$ cat config.mk
export PLATFORM = sky130hd
export DESIGN_NAME = coreTop
export DESIGN_NICKNAME = d
export VERILOG_FILES = /design/src/design/corePkg.sv /design/src/design/instrDecoder.sv /design/src/design/operandFetch.sv /design/src/design/stageReg.sv /design/src/design/executeUnit.sv /design/src/design/coreTop.sv
export SDC_FILE = /design/constraint.sdc
export NUM_CORES = 1
export LEC_CHECK = 0
export BUFFER_PORTS_ARGS = -buffer_cell sky130_fd_sc_hd__buf_2
export CAP_MARGIN = 25
export CORE_MARGIN = 2
export CORE_UTILIZATION = 69
export CTS_CLUSTER_DIAMETER = 50
export DETAILED_ROUTE_END_ITERATION = 12
export HOLD_SLACK_MARGIN = 0.02
export PLACE_DENSITY_LB_ADDON = 0.05
export SETUP_SLACK_MARGIN = 0.2
export SLEW_MARGIN = 40
export SYNTH_ARGS = -nofsm -noshare
export SYNTH_HDL_FRONTEND = slang
export SYNTH_SLANG_ARGS = --single-unit
$ cat constraint.sdc
create_clock -name CLK -period 8.65 [get_ports CLK]
set_input_delay 1.73 -clock CLK [delete_from_list [all_inputs] [get_ports CLK]]
set_output_delay 1.73 -clock CLK [all_outputs]
set_load 0.1 [all_outputs]
$ cat src/design/corePkg.sv
package corePkg;

   // ------------------------------------------------------------------------
   // widths
   // ------------------------------------------------------------------------
   localparam int dataW    = 16;
   localparam int regAddrW = 3;
   localparam int numRegs  = 1 << regAddrW;
   localparam int immW     = 6;
   localparam int shamtW   = 4;                 // shift amount taken from opB

   // ------------------------------------------------------------------------
   // opcodes
   // ------------------------------------------------------------------------
   // values 11 to 15 are left free and decode as NOP
   typedef enum logic [3:0] {
      opAdd  = 4'd0,
      opSub  = 4'd1,
      opAnd  = 4'd2,
      opOr   = 4'd3,
      opXor  = 4'd4,
      opShl  = 4'd5,
      opShr  = 4'd6,
      opMovi = 4'd7,
      opAddi = 4'd8,
      opCmp  = 4'd9,
      opMovz = 4'd10
   } opcode_t;

   // instruction word with imm overlaid as {rb, immLo}
   typedef struct packed {
      opcode_t             op;                  // 15:12
      logic [regAddrW-1:0] rd;                  // 11:9
      logic [regAddrW-1:0] ra;                  // 8:6
      logic [regAddrW-1:0] rb;                  // 5:3
      logic [2:0]          immLo;               // 2:0
   } instr_t;

   typedef struct packed {
      opcode_t             op;
      logic                regWrite;
      logic                flagWrite;
      logic                useImm;
      logic                condZero;            // write only when Z is set
      logic [regAddrW-1:0] rd;
      logic [regAddrW-1:0] ra;
      logic [regAddrW-1:0] rb;
      logic [dataW-1:0]    imm;                 // already sign-extended
   } ctrl_t;

   typedef struct packed {
      logic z;
      logic n;
      logic c;
   } flags_t;

   typedef struct packed {
      logic             valid;
      ctrl_t            ctrl;
      logic [dataW-1:0] opA;
      logic [dataW-1:0] opB;
   } exStage_t;

   typedef struct packed {
      logic                valid;
      logic                regWrite;
      logic [regAddrW-1:0] rd;
      logic [dataW-1:0]    data;
   } wb_t;

endpackage

$ cat src/design/instrDecoder.sv
`timescale 1ns/1ps

module instrDecoder (
   input  corePkg::instr_t instr,
   output corePkg::ctrl_t  ctrl
);
   import corePkg::*;

   logic [immW-1:0] immRaw;

   assign immRaw = {instr.rb, instr.immLo};

   // ------------------------------------------------------------------------
   // field split and per-opcode control bits
   // ------------------------------------------------------------------------
   always_comb begin
      ctrl           = '0;
      ctrl.op        = instr.op;
      ctrl.rd        = instr.rd;
      ctrl.ra        = instr.ra;
      ctrl.rb        = instr.rb;
      ctrl.imm       = {{(dataW-immW){immRaw[immW-1]}}, immRaw};

      case (instr.op)
         opAdd,
         opSub,
         opAnd,
         opOr,
         opXor,
         opShl,
         opShr: begin
            ctrl.regWrite  = 1'b1;
            ctrl.flagWrite = 1'b1;
         end
         opMovi: begin
            ctrl.regWrite  = 1'b1;
            ctrl.useImm    = 1'b1;
         end
         opAddi: begin
            ctrl.regWrite  = 1'b1;
            ctrl.flagWrite = 1'b1;
            ctrl.useImm    = 1'b1;
         end
         opCmp: begin
            ctrl.flagWrite = 1'b1;              // result is dropped
         end
         opMovz: begin
            ctrl.regWrite  = 1'b1;
            ctrl.condZero  = 1'b1;
         end
         default: begin
            // unused opcodes behave as NOP
            ctrl.regWrite  = 1'b0;
            ctrl.flagWrite = 1'b0;
         end
      endcase
   end

endmodule

$ cat src/design/operandFetch.sv
`timescale 1ns/1ps

module operandFetch (
   input  logic                      CLK,
   input  logic                      rstN,
   input  corePkg::ctrl_t            ctrl,
   input  corePkg::wb_t              exFwd,   // result still in execute
   input  corePkg::wb_t              wbIn,    // registered writeback
   output logic [corePkg::dataW-1:0] opA,
   output logic [corePkg::dataW-1:0] opB
);
   import corePkg::*;

   logic [dataW-1:0] regFile [numRegs];
   logic [dataW-1:0] readB;

   // ------------------------------------------------------------------------
   // register file
   // ------------------------------------------------------------------------
   always_ff @(posedge CLK or negedge rstN) begin
      if (!rstN) begin
         for (int i = 0; i < numRegs; i++) begin
            regFile[i] <= '0;
         end
      end else if (wbIn.valid && wbIn.regWrite) begin
         regFile[wbIn.rd] <= wbIn.data;
      end
   end

   // ------------------------------------------------------------------------
   // forwarding
   // ------------------------------------------------------------------------
   // execute beats writeback and both beat the array
   function automatic logic [dataW-1:0] resolve(
      input logic [regAddrW-1:0] addr,
      input wb_t                 exSrc,
      input wb_t                 wbSrc,
      input logic [dataW-1:0]    rfVal
   );
      logic [dataW-1:0] value;
      value = rfVal;
      if (wbSrc.valid && wbSrc.regWrite && wbSrc.rd == addr) begin
         value = wbSrc.data;
      end
      if (exSrc.valid && exSrc.regWrite && exSrc.rd == addr) begin
         value = exSrc.data;
      end
      return value;
   endfunction

   always_comb begin
      opA   = resolve(ctrl.ra, exFwd, wbIn, regFile[ctrl.ra]);
      readB = resolve(ctrl.rb, exFwd, wbIn, regFile[ctrl.rb]);
      opB   = ctrl.useImm ? ctrl.imm : readB;
   end

   // writeback address comes from two stages back and must be clean
   wrAddrKnown: assert property (
      @(posedge CLK) disable iff (!rstN)
      (wbIn.valid && wbIn.regWrite) |-> !$isunknown(wbIn.rd)
   );

endmodule

$ cat src/design/stageReg.sv
`timescale 1ns/1ps

module stageReg #(
   parameter type payload_t = logic
) (
   input  logic     CLK,
   input  logic     rstN,
   input  payload_t d,
   output payload_t q
);

   // all-zero reset leaves every valid bit low
   always_ff @(posedge CLK or negedge rstN) begin
      if (!rstN) begin
         q <= '0;
      end else begin
         q <= d;
      end
   end

   // upstream stages must never hand over X, even in a bubble
   qKnown: assert property (
      @(posedge CLK) disable iff (!rstN)
      !$isunknown(q)
   );

endmodule

$ cat src/design/executeUnit.sv
`timescale 1ns/1ps

module executeUnit (
   input  logic              CLK,
   input  logic              rstN,
   input  corePkg::exStage_t ex,
   output corePkg::wb_t      wbOut,
   output corePkg::flags_t   flags
);
   import corePkg::*;

   logic [dataW-1:0]  a;
   logic [dataW-1:0]  b;
   logic [shamtW-1:0] shamt;
   logic [dataW-1:0]  result;
   logic              carry;
   logic              condOk;
   flags_t            flagsQ;

   assign a     = ex.opA;
   assign b     = ex.opB;
   assign shamt = b[shamtW-1:0];

   // ------------------------------------------------------------------------
   // ALU
   // ------------------------------------------------------------------------
   always_comb begin
      result = '0;
      carry  = 1'b0;                            // logic and shifts clear C
      case (ex.ctrl.op)
         opAdd,
         opAddi: {carry, result} = {1'b0, a} + {1'b0, b};
         opSub,
         opCmp: begin
            result = a - b;
            carry  = (a < b);                   // borrow
         end
         opAnd:  result = a & b;
         opOr:   result = a | b;
         opXor:  result = a ^ b;
         opShl:  result = a << shamt;
         opShr:  result = a >> shamt;
         opMovi: result = b;                    // b holds the immediate
         opMovz: result = a;
         default: result = '0;
      endcase
   end

   // MOVZ looks at Z as left by the instruction before it
   assign condOk = !ex.ctrl.condZero || flagsQ.z;

   always_comb begin
      wbOut          = '0;
      wbOut.valid    = ex.valid;
      wbOut.regWrite = ex.valid && ex.ctrl.regWrite && condOk;
      wbOut.rd       = ex.ctrl.rd;
      wbOut.data     = result;
   end

   // ------------------------------------------------------------------------
   // flags
   // ------------------------------------------------------------------------
   always_ff @(posedge CLK or negedge rstN) begin
      if (!rstN) begin
         flagsQ <= '0;
      end else if (ex.valid && ex.ctrl.flagWrite) begin
         flagsQ.z <= (result == '0);
         flagsQ.n <= result[dataW-1];
         flagsQ.c <= carry;
      end
   end

   assign flags = flagsQ;

   // a conditional move must not also change the flags it depends on
   noFlagCond: assert property (
      @(posedge CLK) disable iff (!rstN)
      ex.valid |-> !(ex.ctrl.flagWrite && ex.ctrl.condZero)
   );

endmodule

$ cat src/design/coreTop.sv
`timescale 1ns/1ps

module coreTop (
   input  logic            CLK,
   input  logic            rstN,
   input  logic            instrValid,
   input  corePkg::instr_t instr,
   output corePkg::wb_t    wb,
   output corePkg::flags_t flags
);
   import corePkg::*;

   ctrl_t            ctrl;
   logic [dataW-1:0] opA;
   logic [dataW-1:0] opB;
   exStage_t         exD;
   exStage_t         exQ;
   wb_t              exWb;                      // combinational execute result

   // ------------------------------------------------------------------------
   // decode and operand fetch
   // ------------------------------------------------------------------------
   instrDecoder instrDecoder_i (
      .instr (instr),
      .ctrl  (ctrl)
   );

   operandFetch operandFetch_i (
      .CLK   (CLK),
      .rstN  (rstN),
      .ctrl  (ctrl),
      .exFwd (exWb),
      .wbIn  (wb),
      .opA   (opA),
      .opB   (opB)
   );

   assign exD = '{valid: instrValid, ctrl: ctrl, opA: opA, opB: opB};

   // ------------------------------------------------------------------------
   // execute and writeback
   // ------------------------------------------------------------------------
   stageReg #(.payload_t(exStage_t)) exReg_i (
      .CLK  (CLK),
      .rstN (rstN),
      .d    (exD),
      .q    (exQ)
   );

   executeUnit executeUnit_i (
      .CLK   (CLK),
      .rstN  (rstN),
      .ex    (exQ),
      .wbOut (exWb),
      .flags (flags)
   );

   stageReg #(.payload_t(wb_t)) wbReg_i (
      .CLK  (CLK),
      .rstN (rstN),
      .d    (exWb),
      .q    (wb)                                // also the register file write port
   );

endmodule

==> run summary, run 1 <==
Run status -> finished clean
Peak Freq -> 235 MHz
Crit path launch type -> flop
Vias in the first global route -> 10600
Clock transition at the registers of the reported paths -> 0.07 ns
Total routed wirelength -> 38400 um
Hold buffer count at CTS -> 0
Vias/cell -> 7.16
Grt ovf -> 0
Maximum VDD drop -> 0.189 mV
Worst-margin pin slew -> 0.888 ns
RR Endpoint -> executeUnit_i.flags[2]
Number of fill cells -> 1256
Synth top area share -> 0.365
Ys flop type -> dfrtp_1
RSZ-0062 raised after global routing -> no
Asr flop ratio synth -> 1.00
Flop pwr share -> 0.375
Post-synthesis sequential area ratio -> 0.365
Post-synth net total -> 1299
Initial core utilization -> 0.708
Clock root buffer -> clkbuf_16
Max_slew headroom -> 0.403
CP Data Required Time -> 9.02 ns
Std cell rows -> 50
Commonest cells after routing, fill and taps aside -> dfrtp_1, mux2_2, nand2_1
Fraction of layout cells with a size suffix above 1 -> 0.277
#FFs+latches synth -> 195
CTS tree -> built
Final cell count without fillers -> 1482
Setup Total Neg Slack -> 0 ns
First-pass DRT Iterations -> 5
Min cycle time layout -> 4.25 ns
Placed cell count -> 1450
Worst Hold Class -> flop to flop
Final antenna-violating net count -> 0
TritonCTS buffer count -> 17
# setup viols final -> 0
Sw Ratio -> 0.438
P_sw -> 1.61 mW
Ports -> 43
Diode count -> 0
Hold Crit Depth -> 0
DRT iter0 DRCs -> 1081
Die X-Extent -> 143 um
# resized after CTS -> 0
Area grow syn2layout -> 7.64%
TritonCTS Sinks -> 195
GP Congestion -> 0.990
Syn Inst Count -> 1229
Die area -> 20500 um^2
Combinational share of power -> 0.407
Ranking of synthesized cells by area -> dfrtp_1, mux4_2, mux2_2
Ratio of final minimum period to clock period -> 0.491
GRT Resource Usage Total -> 0.392
Drc violations -> 0
Hpwl dp -> 25900 um
Post-synth EDFFs -> 0
Clock H-tree levels -> 4
Post-Syn Area -> 13400 um^2
Initial antenna violation count -> 0
Hold Crit Start -> exReg_i.q[65]
P_int -> 2.07 mW
R2R depth -> 12
Worst Setup End Kind -> flop
Hold EP -> wbReg_i.q[20]
Setup bufs post-CTS -> 0
Yosys cell types -> 85
Die height -> 143 um
Clock Skew -> 0.0184 ns
NumNets Final -> 1279
Largest net degree at the start of global routing -> 123
Max-Cap Viols -> 0
Buffers on Ports -> 42
Clk network pwr share -> 0.218
Multi-input gate area in the final layout -> 7960 um^2
Most common cell after layout, fill and taps aside -> dfrtp_1
Synth warnings -> 0
Leakage -> 6.37 nW
Worst-Skew Late Latency -> 0.44 ns
Pwr per Cell Area -> 256 nW/um^2
Routed len/inst -> 25.9 um
First-pass GRT wire length -> 60200 um
Max Root-Sink Buffers -> 2
Core area -> 18900 um^2
Final Hold Fails -> 0
Worst setup path class -> flop to flop
Storage cell area -> 4880 um^2
Hold Worst Slack -> 0.411 ns
WP data arrival -> 4.62 ns
Setup slack, reg-to-reg -> 4.40 ns
Mapped Avg Cell Area -> 10.9 um^2
Slew Viols, Final -> 0
Via Count -> 10600
CP Max Fanout -> 35
RR Startpoint -> exReg_i.q[0]
Area leader, netlist -> dfrtp_1
-- logic make-up (layout without fill, tap and decap cells) --
kind of cell | after synthesis | after routing | share of synthesized area
buf+inv | 153 | 146 | 0.0467
mux | 272 | 272 | 0.295
compound gates | 257 | 257 | 0.129
fa+ha+maj | 51 | 51 | 0.0488
flops | 195 | 195 | 0.365
simple gates | 284 | 284 | 0.105
xor+xnor | 17 | 17 | 0.0111
-- sequential cells by signal, indices dropped and copies added (netlist names) --
name and flops:
executeUnit_i.flags 3, operandFetch_i.regFile 128, exReg_i.q 43, wbReg_i.q 21
-- layout make-up --
type / instances / area share
Tap cell: 260 / 0.0226
Clock inverter: 14 / 0.0123
Inverter: 48 / 0.0126
Sequential cell: 195 / 0.339
Clock buffer: 18 / 0.0305
Timing Repair Buffer: 66 / 0.0303
Multi-Input combinational cell: 881 / 0.553
-- cell usage after synthesis, types with 8 or more instances --
cell         n
nor3_1      24
a21oi_1     57
a21o_1      10
o21ai_0     51
xor2_1       8
o2111ai_1    8
mux2_2     132
a221oi_1     8
inv_1       44
xnor2_1      9
a211oi_1    13
nand2_1     87
o211ai_1    19
buf_1       13
dfrtp_1    195
mux2i_1     51
ha_1        49
nand3_1     17
clkbuf_1    70
clkbuf_2    15
a22oi_1     18
o21ai_1     10
nor2_1      78
mux4_2      83
-- power by group through the flow --
| stage | sequential (mW) | clock, mW | combinational, mW |
|---|---|---|---|
| floorplan | 1.46 | 0 | 0.977 |
| global placement | 1.35 | 0 | 1.44 |
| detailed placement | 1.37 | 0 | 1.46 |
| CTS | 1.36 | 0.810 | 1.48 |
| global route | 1.41 | 0.846 | 1.60 |
| finish | 1.38 | 0.805 | 1.50 |
-- worst max-delay path by stage --
stage,depth (start not counted),slack (ns),startpoint,end
detailed placement,12,4.42,exReg_i.q[0],executeUnit_i.flags[2]
global placement,13,4.56,exReg_i.q[0],executeUnit_i.flags[2]
global route,12,4.09,exReg_i.q[0],executeUnit_i.flags[2]
floorplan,13,4.84,exReg_i.q[2],executeUnit_i.flags[2]
CTS,12,4.39,exReg_i.q[0],executeUnit_i.flags[2]
finish,12,4.40,exReg_i.q[0],executeUnit_i.flags[2]
-- routing by layer --
| metal | track usage | wire length (um) | up-vias |
|---|---|---|---|
| li1 | - | - | 4565 |
| met1 | 0.517 | 15100 | 5326 |
| met2 | 0.629 | 18400 | 574 |
| met3 | 0.0698 | 2880 | 151 |
| met4 | 0.204 | 2090 | 0 |
| met5 | 0 | 0 | - |
-- metrics by stage --
step	power (mW)	worst slack (ns)	cell area, um^2	utilization
after floorplan	2.43	4.84	13400	-
after detailed placement	2.84	4.42	13800	0.729
after CTS	3.66	4.39	14400	0.762
after global routing	3.85	4.09	14400	0.762
final	3.69	4.40	14400	0.762
after global placement	2.79	4.56	13700	0.727
-- worst max-delay path, stage by stage, from the launching register on --
cell and delay, ns:
dfrtp_1 0.32, buf_4 0.43, ha_1 0.32, fa_1 0.44, mux2_2 0.28, a22oi_1 0.16, o211ai_1 0.12, or4_4 0.47
or4_1 0.48, or4_1 0.48, nor4_1 0.22, nor4b_2 0.24, a32o_2 0.20
Power figures use the tool's default switching activity.
==> run 2: changes to the inputs <==
CORE_UTILIZATION = 57   (was 69)
clock period = 3.4 ns   (was 8.65 ns; I/O delays follow)
==> run 2 against run 1 <==
Core utilization fell by 9.0 points; total power rose to 2.7 times the previous value; fmax rose by 15%; the run now ends with setup timing left; sequential share of layout area fell by 2.6 points; largest power group unchanged; via count rose by 1.9%; register-to-register slack got worse by 4.7 ns; combinational power rose to 3.1 times the previous value; die area rose by 20%.
==> run summary, run 2 (same netlist as run 1, synthesis figures left out) <==
Run status -> complete, but fails checks
Failing checks -> setup timing
Maximum VDD drop -> 0.356 mV
Grt ovf -> 0
Setup Total Neg Slack -> -0.297 ns
Vias/cell -> 6.50
Max Root-Sink Buffers -> 2
First-pass GRT wire length -> 61700 um
Placed cell count -> 1626
TritonCTS Sinks -> 195
Clock root buffer -> clkbuf_16
Clk network pwr share -> 0.204
Drc violations -> 0
Worst-Skew Late Latency -> 0.45 ns
Sw Ratio -> 0.429
Leakage -> 7.04 nW
Hold buffer count at CTS -> 0
Worst-margin pin slew -> 0.691 ns
Die height -> 157 um
WP data arrival -> 4.07 ns
First-pass DRT Iterations -> 5
Worst Hold Class -> primary input to async pin
P_sw -> 4.35 mW
Clock Skew -> 0.0243 ns
DRT iter0 DRCs -> 949
Hpwl dp -> 29300 um
Diode count -> 0
NumNets Final -> 1402
Total routed wirelength -> 40300 um
Top flop regs -> operandFetch_i.regFile (128), exReg_i.q (43), wbReg_i.q (21)
Std cell rows -> 56
Number of fill cells -> 1867
Cell area after layout -> 15600 um^2
Worst Setup End Kind -> flop
RSZ-0062 raised after global routing -> yes
CTS tree -> built
GRT Resource Usage Total -> 0.334
Min cycle time layout -> 3.70 ns
Routed len/inst -> 24.2 um
Commonest cells after routing, fill and taps aside -> dfrtp_1, buf_4, mux2_2
Worst-path cell chain -> inv_1, ha_1, inv_1, fa_1, mux2_2, a22oi_2, o211ai_1, or4_4, or4_1, or4_4, nor4_2, nor4b_2, a32o_2
Largest Register -> operandFetch_i.regFile
Clock H-tree levels -> 4
Combinational share of power -> 0.460
Max FFs per register -> 128
DP Worst Slack -> -0.364 ns
CP max stage cell -> or4_1
Ratio of final minimum period to clock period -> 1.09
Ports -> 43
Final cell count without fillers -> 1664
Initial core utilization -> 0.575
Worst setup path class -> flop to flop
Final Worst Setup Slack -> -0.297 ns
Core area -> 23300 um^2
CP Max Fanout -> 3
Final antenna-violating net count -> 0
Die area -> 24700 um^2
Placed Area -> 14700 um^2
CP startpoint -> exReg_i.q[16]
Max_slew headroom -> 0.540
TritonCTS buffer count -> 17
Pwr per Cell Area -> 649 nW/um^2
P_int -> 5.79 mW
Peak Freq -> 270 MHz
Slowest Stage Delay on Critical Path -> 0.48 ns
RR Startpoint -> exReg_i.q[16]
Area grow syn2layout -> 16.9%
Clock transition at the registers of the reported paths -> 0.09 ns
Flop pwr share -> 0.337
Via Count -> 10800
Slew Viols, Final -> 0
# setup viols final -> 1
Vias in the first global route -> 10500
Crit path launch type -> flop
GP Congestion -> 0.954
Max-Cap Viols -> 0
Most common cell after layout, fill and taps aside -> dfrtp_1
Die X-Extent -> 157 um
Fraction of layout cells with a size suffix above 1 -> 0.370
CP Data Required Time -> 3.77 ns
Buffers on Ports -> 42
Hold Worst Slack -> 0.257 ns
Initial antenna violation count -> 0
Final Hold Fails -> 0
Largest net degree at the start of global routing -> 86
## run 2: repair_timing
item	CTS	global route
gates resized for setup	20	25
pin swaps	6	7
setup buffers	5	1
setup endpoints to repair	15	17
## run 2: cell type report
cell class,instances,area [um^2],area share
well taps,319,399,0.0255
multi-input cells,881,8180,0.523
inverters,48,184,0.0118
flip-flops and latches,195,4880,0.312
repair buffers,189,1360,0.0872
clock inverters,14,190,0.0122
clock buffers,18,429,0.0275
## run 2: metal layers
layer  GRT usage  wire [um]
met2       0.546      19900
met5           0          0
met1       0.454      16800
met3      0.0380       1940
met4       0.146       1650
## run 2: power groups by stage
stage                     clock (mW)  combinational [mW]  sequential [mW]
after global placement             0                4.29             3.39
after CTS                       2.10                4.45             3.39
after detailed placement           0                4.32             3.43
after global routing            2.20                4.94             3.48
after floorplan                    0                2.49             3.70
final                           2.07                4.66             3.41
## run 2: path summary, 6_finish.rpt
| path | cells after the start | end | slack, ns |
|---|---|---|---|
| max | 13 | executeUnit_i.flags[2] | -0.30 |
| min | 1 | operandFetch_i.regFile[114] | 0.26 |
| max reg2reg | 13 | executeUnit_i.flags[2] | -0.30 |
| min reg2reg | 0 | wbReg_i.q[20] | 0.44 |
| max in group asynchronous | 2 | exReg_i.q[21] | 2.20 |
| min in group CLK | 1 | exReg_i.q[54] | 0.33 |
## run 2: worst max-delay path, delay by kind of cell, from the launching register on
family / cells / cell delay [ns]
simple gates: 5 / 1.75
mux: 1 / 0.29
fa+ha+maj: 2 / 0.59
flops: 1 / 0.40
compound gates: 3 / 0.48
buf+inv: 2 / 0.13
## run 2: stage by stage
stage          power, mW  utilization
2_1_floorplan       6.19            -
3_3_place_gp        7.68        0.633
3_5_place_dp        7.75        0.633
4_1_cts             9.94        0.666
5_1_grt             10.6        0.672
6_report            10.1        0.672
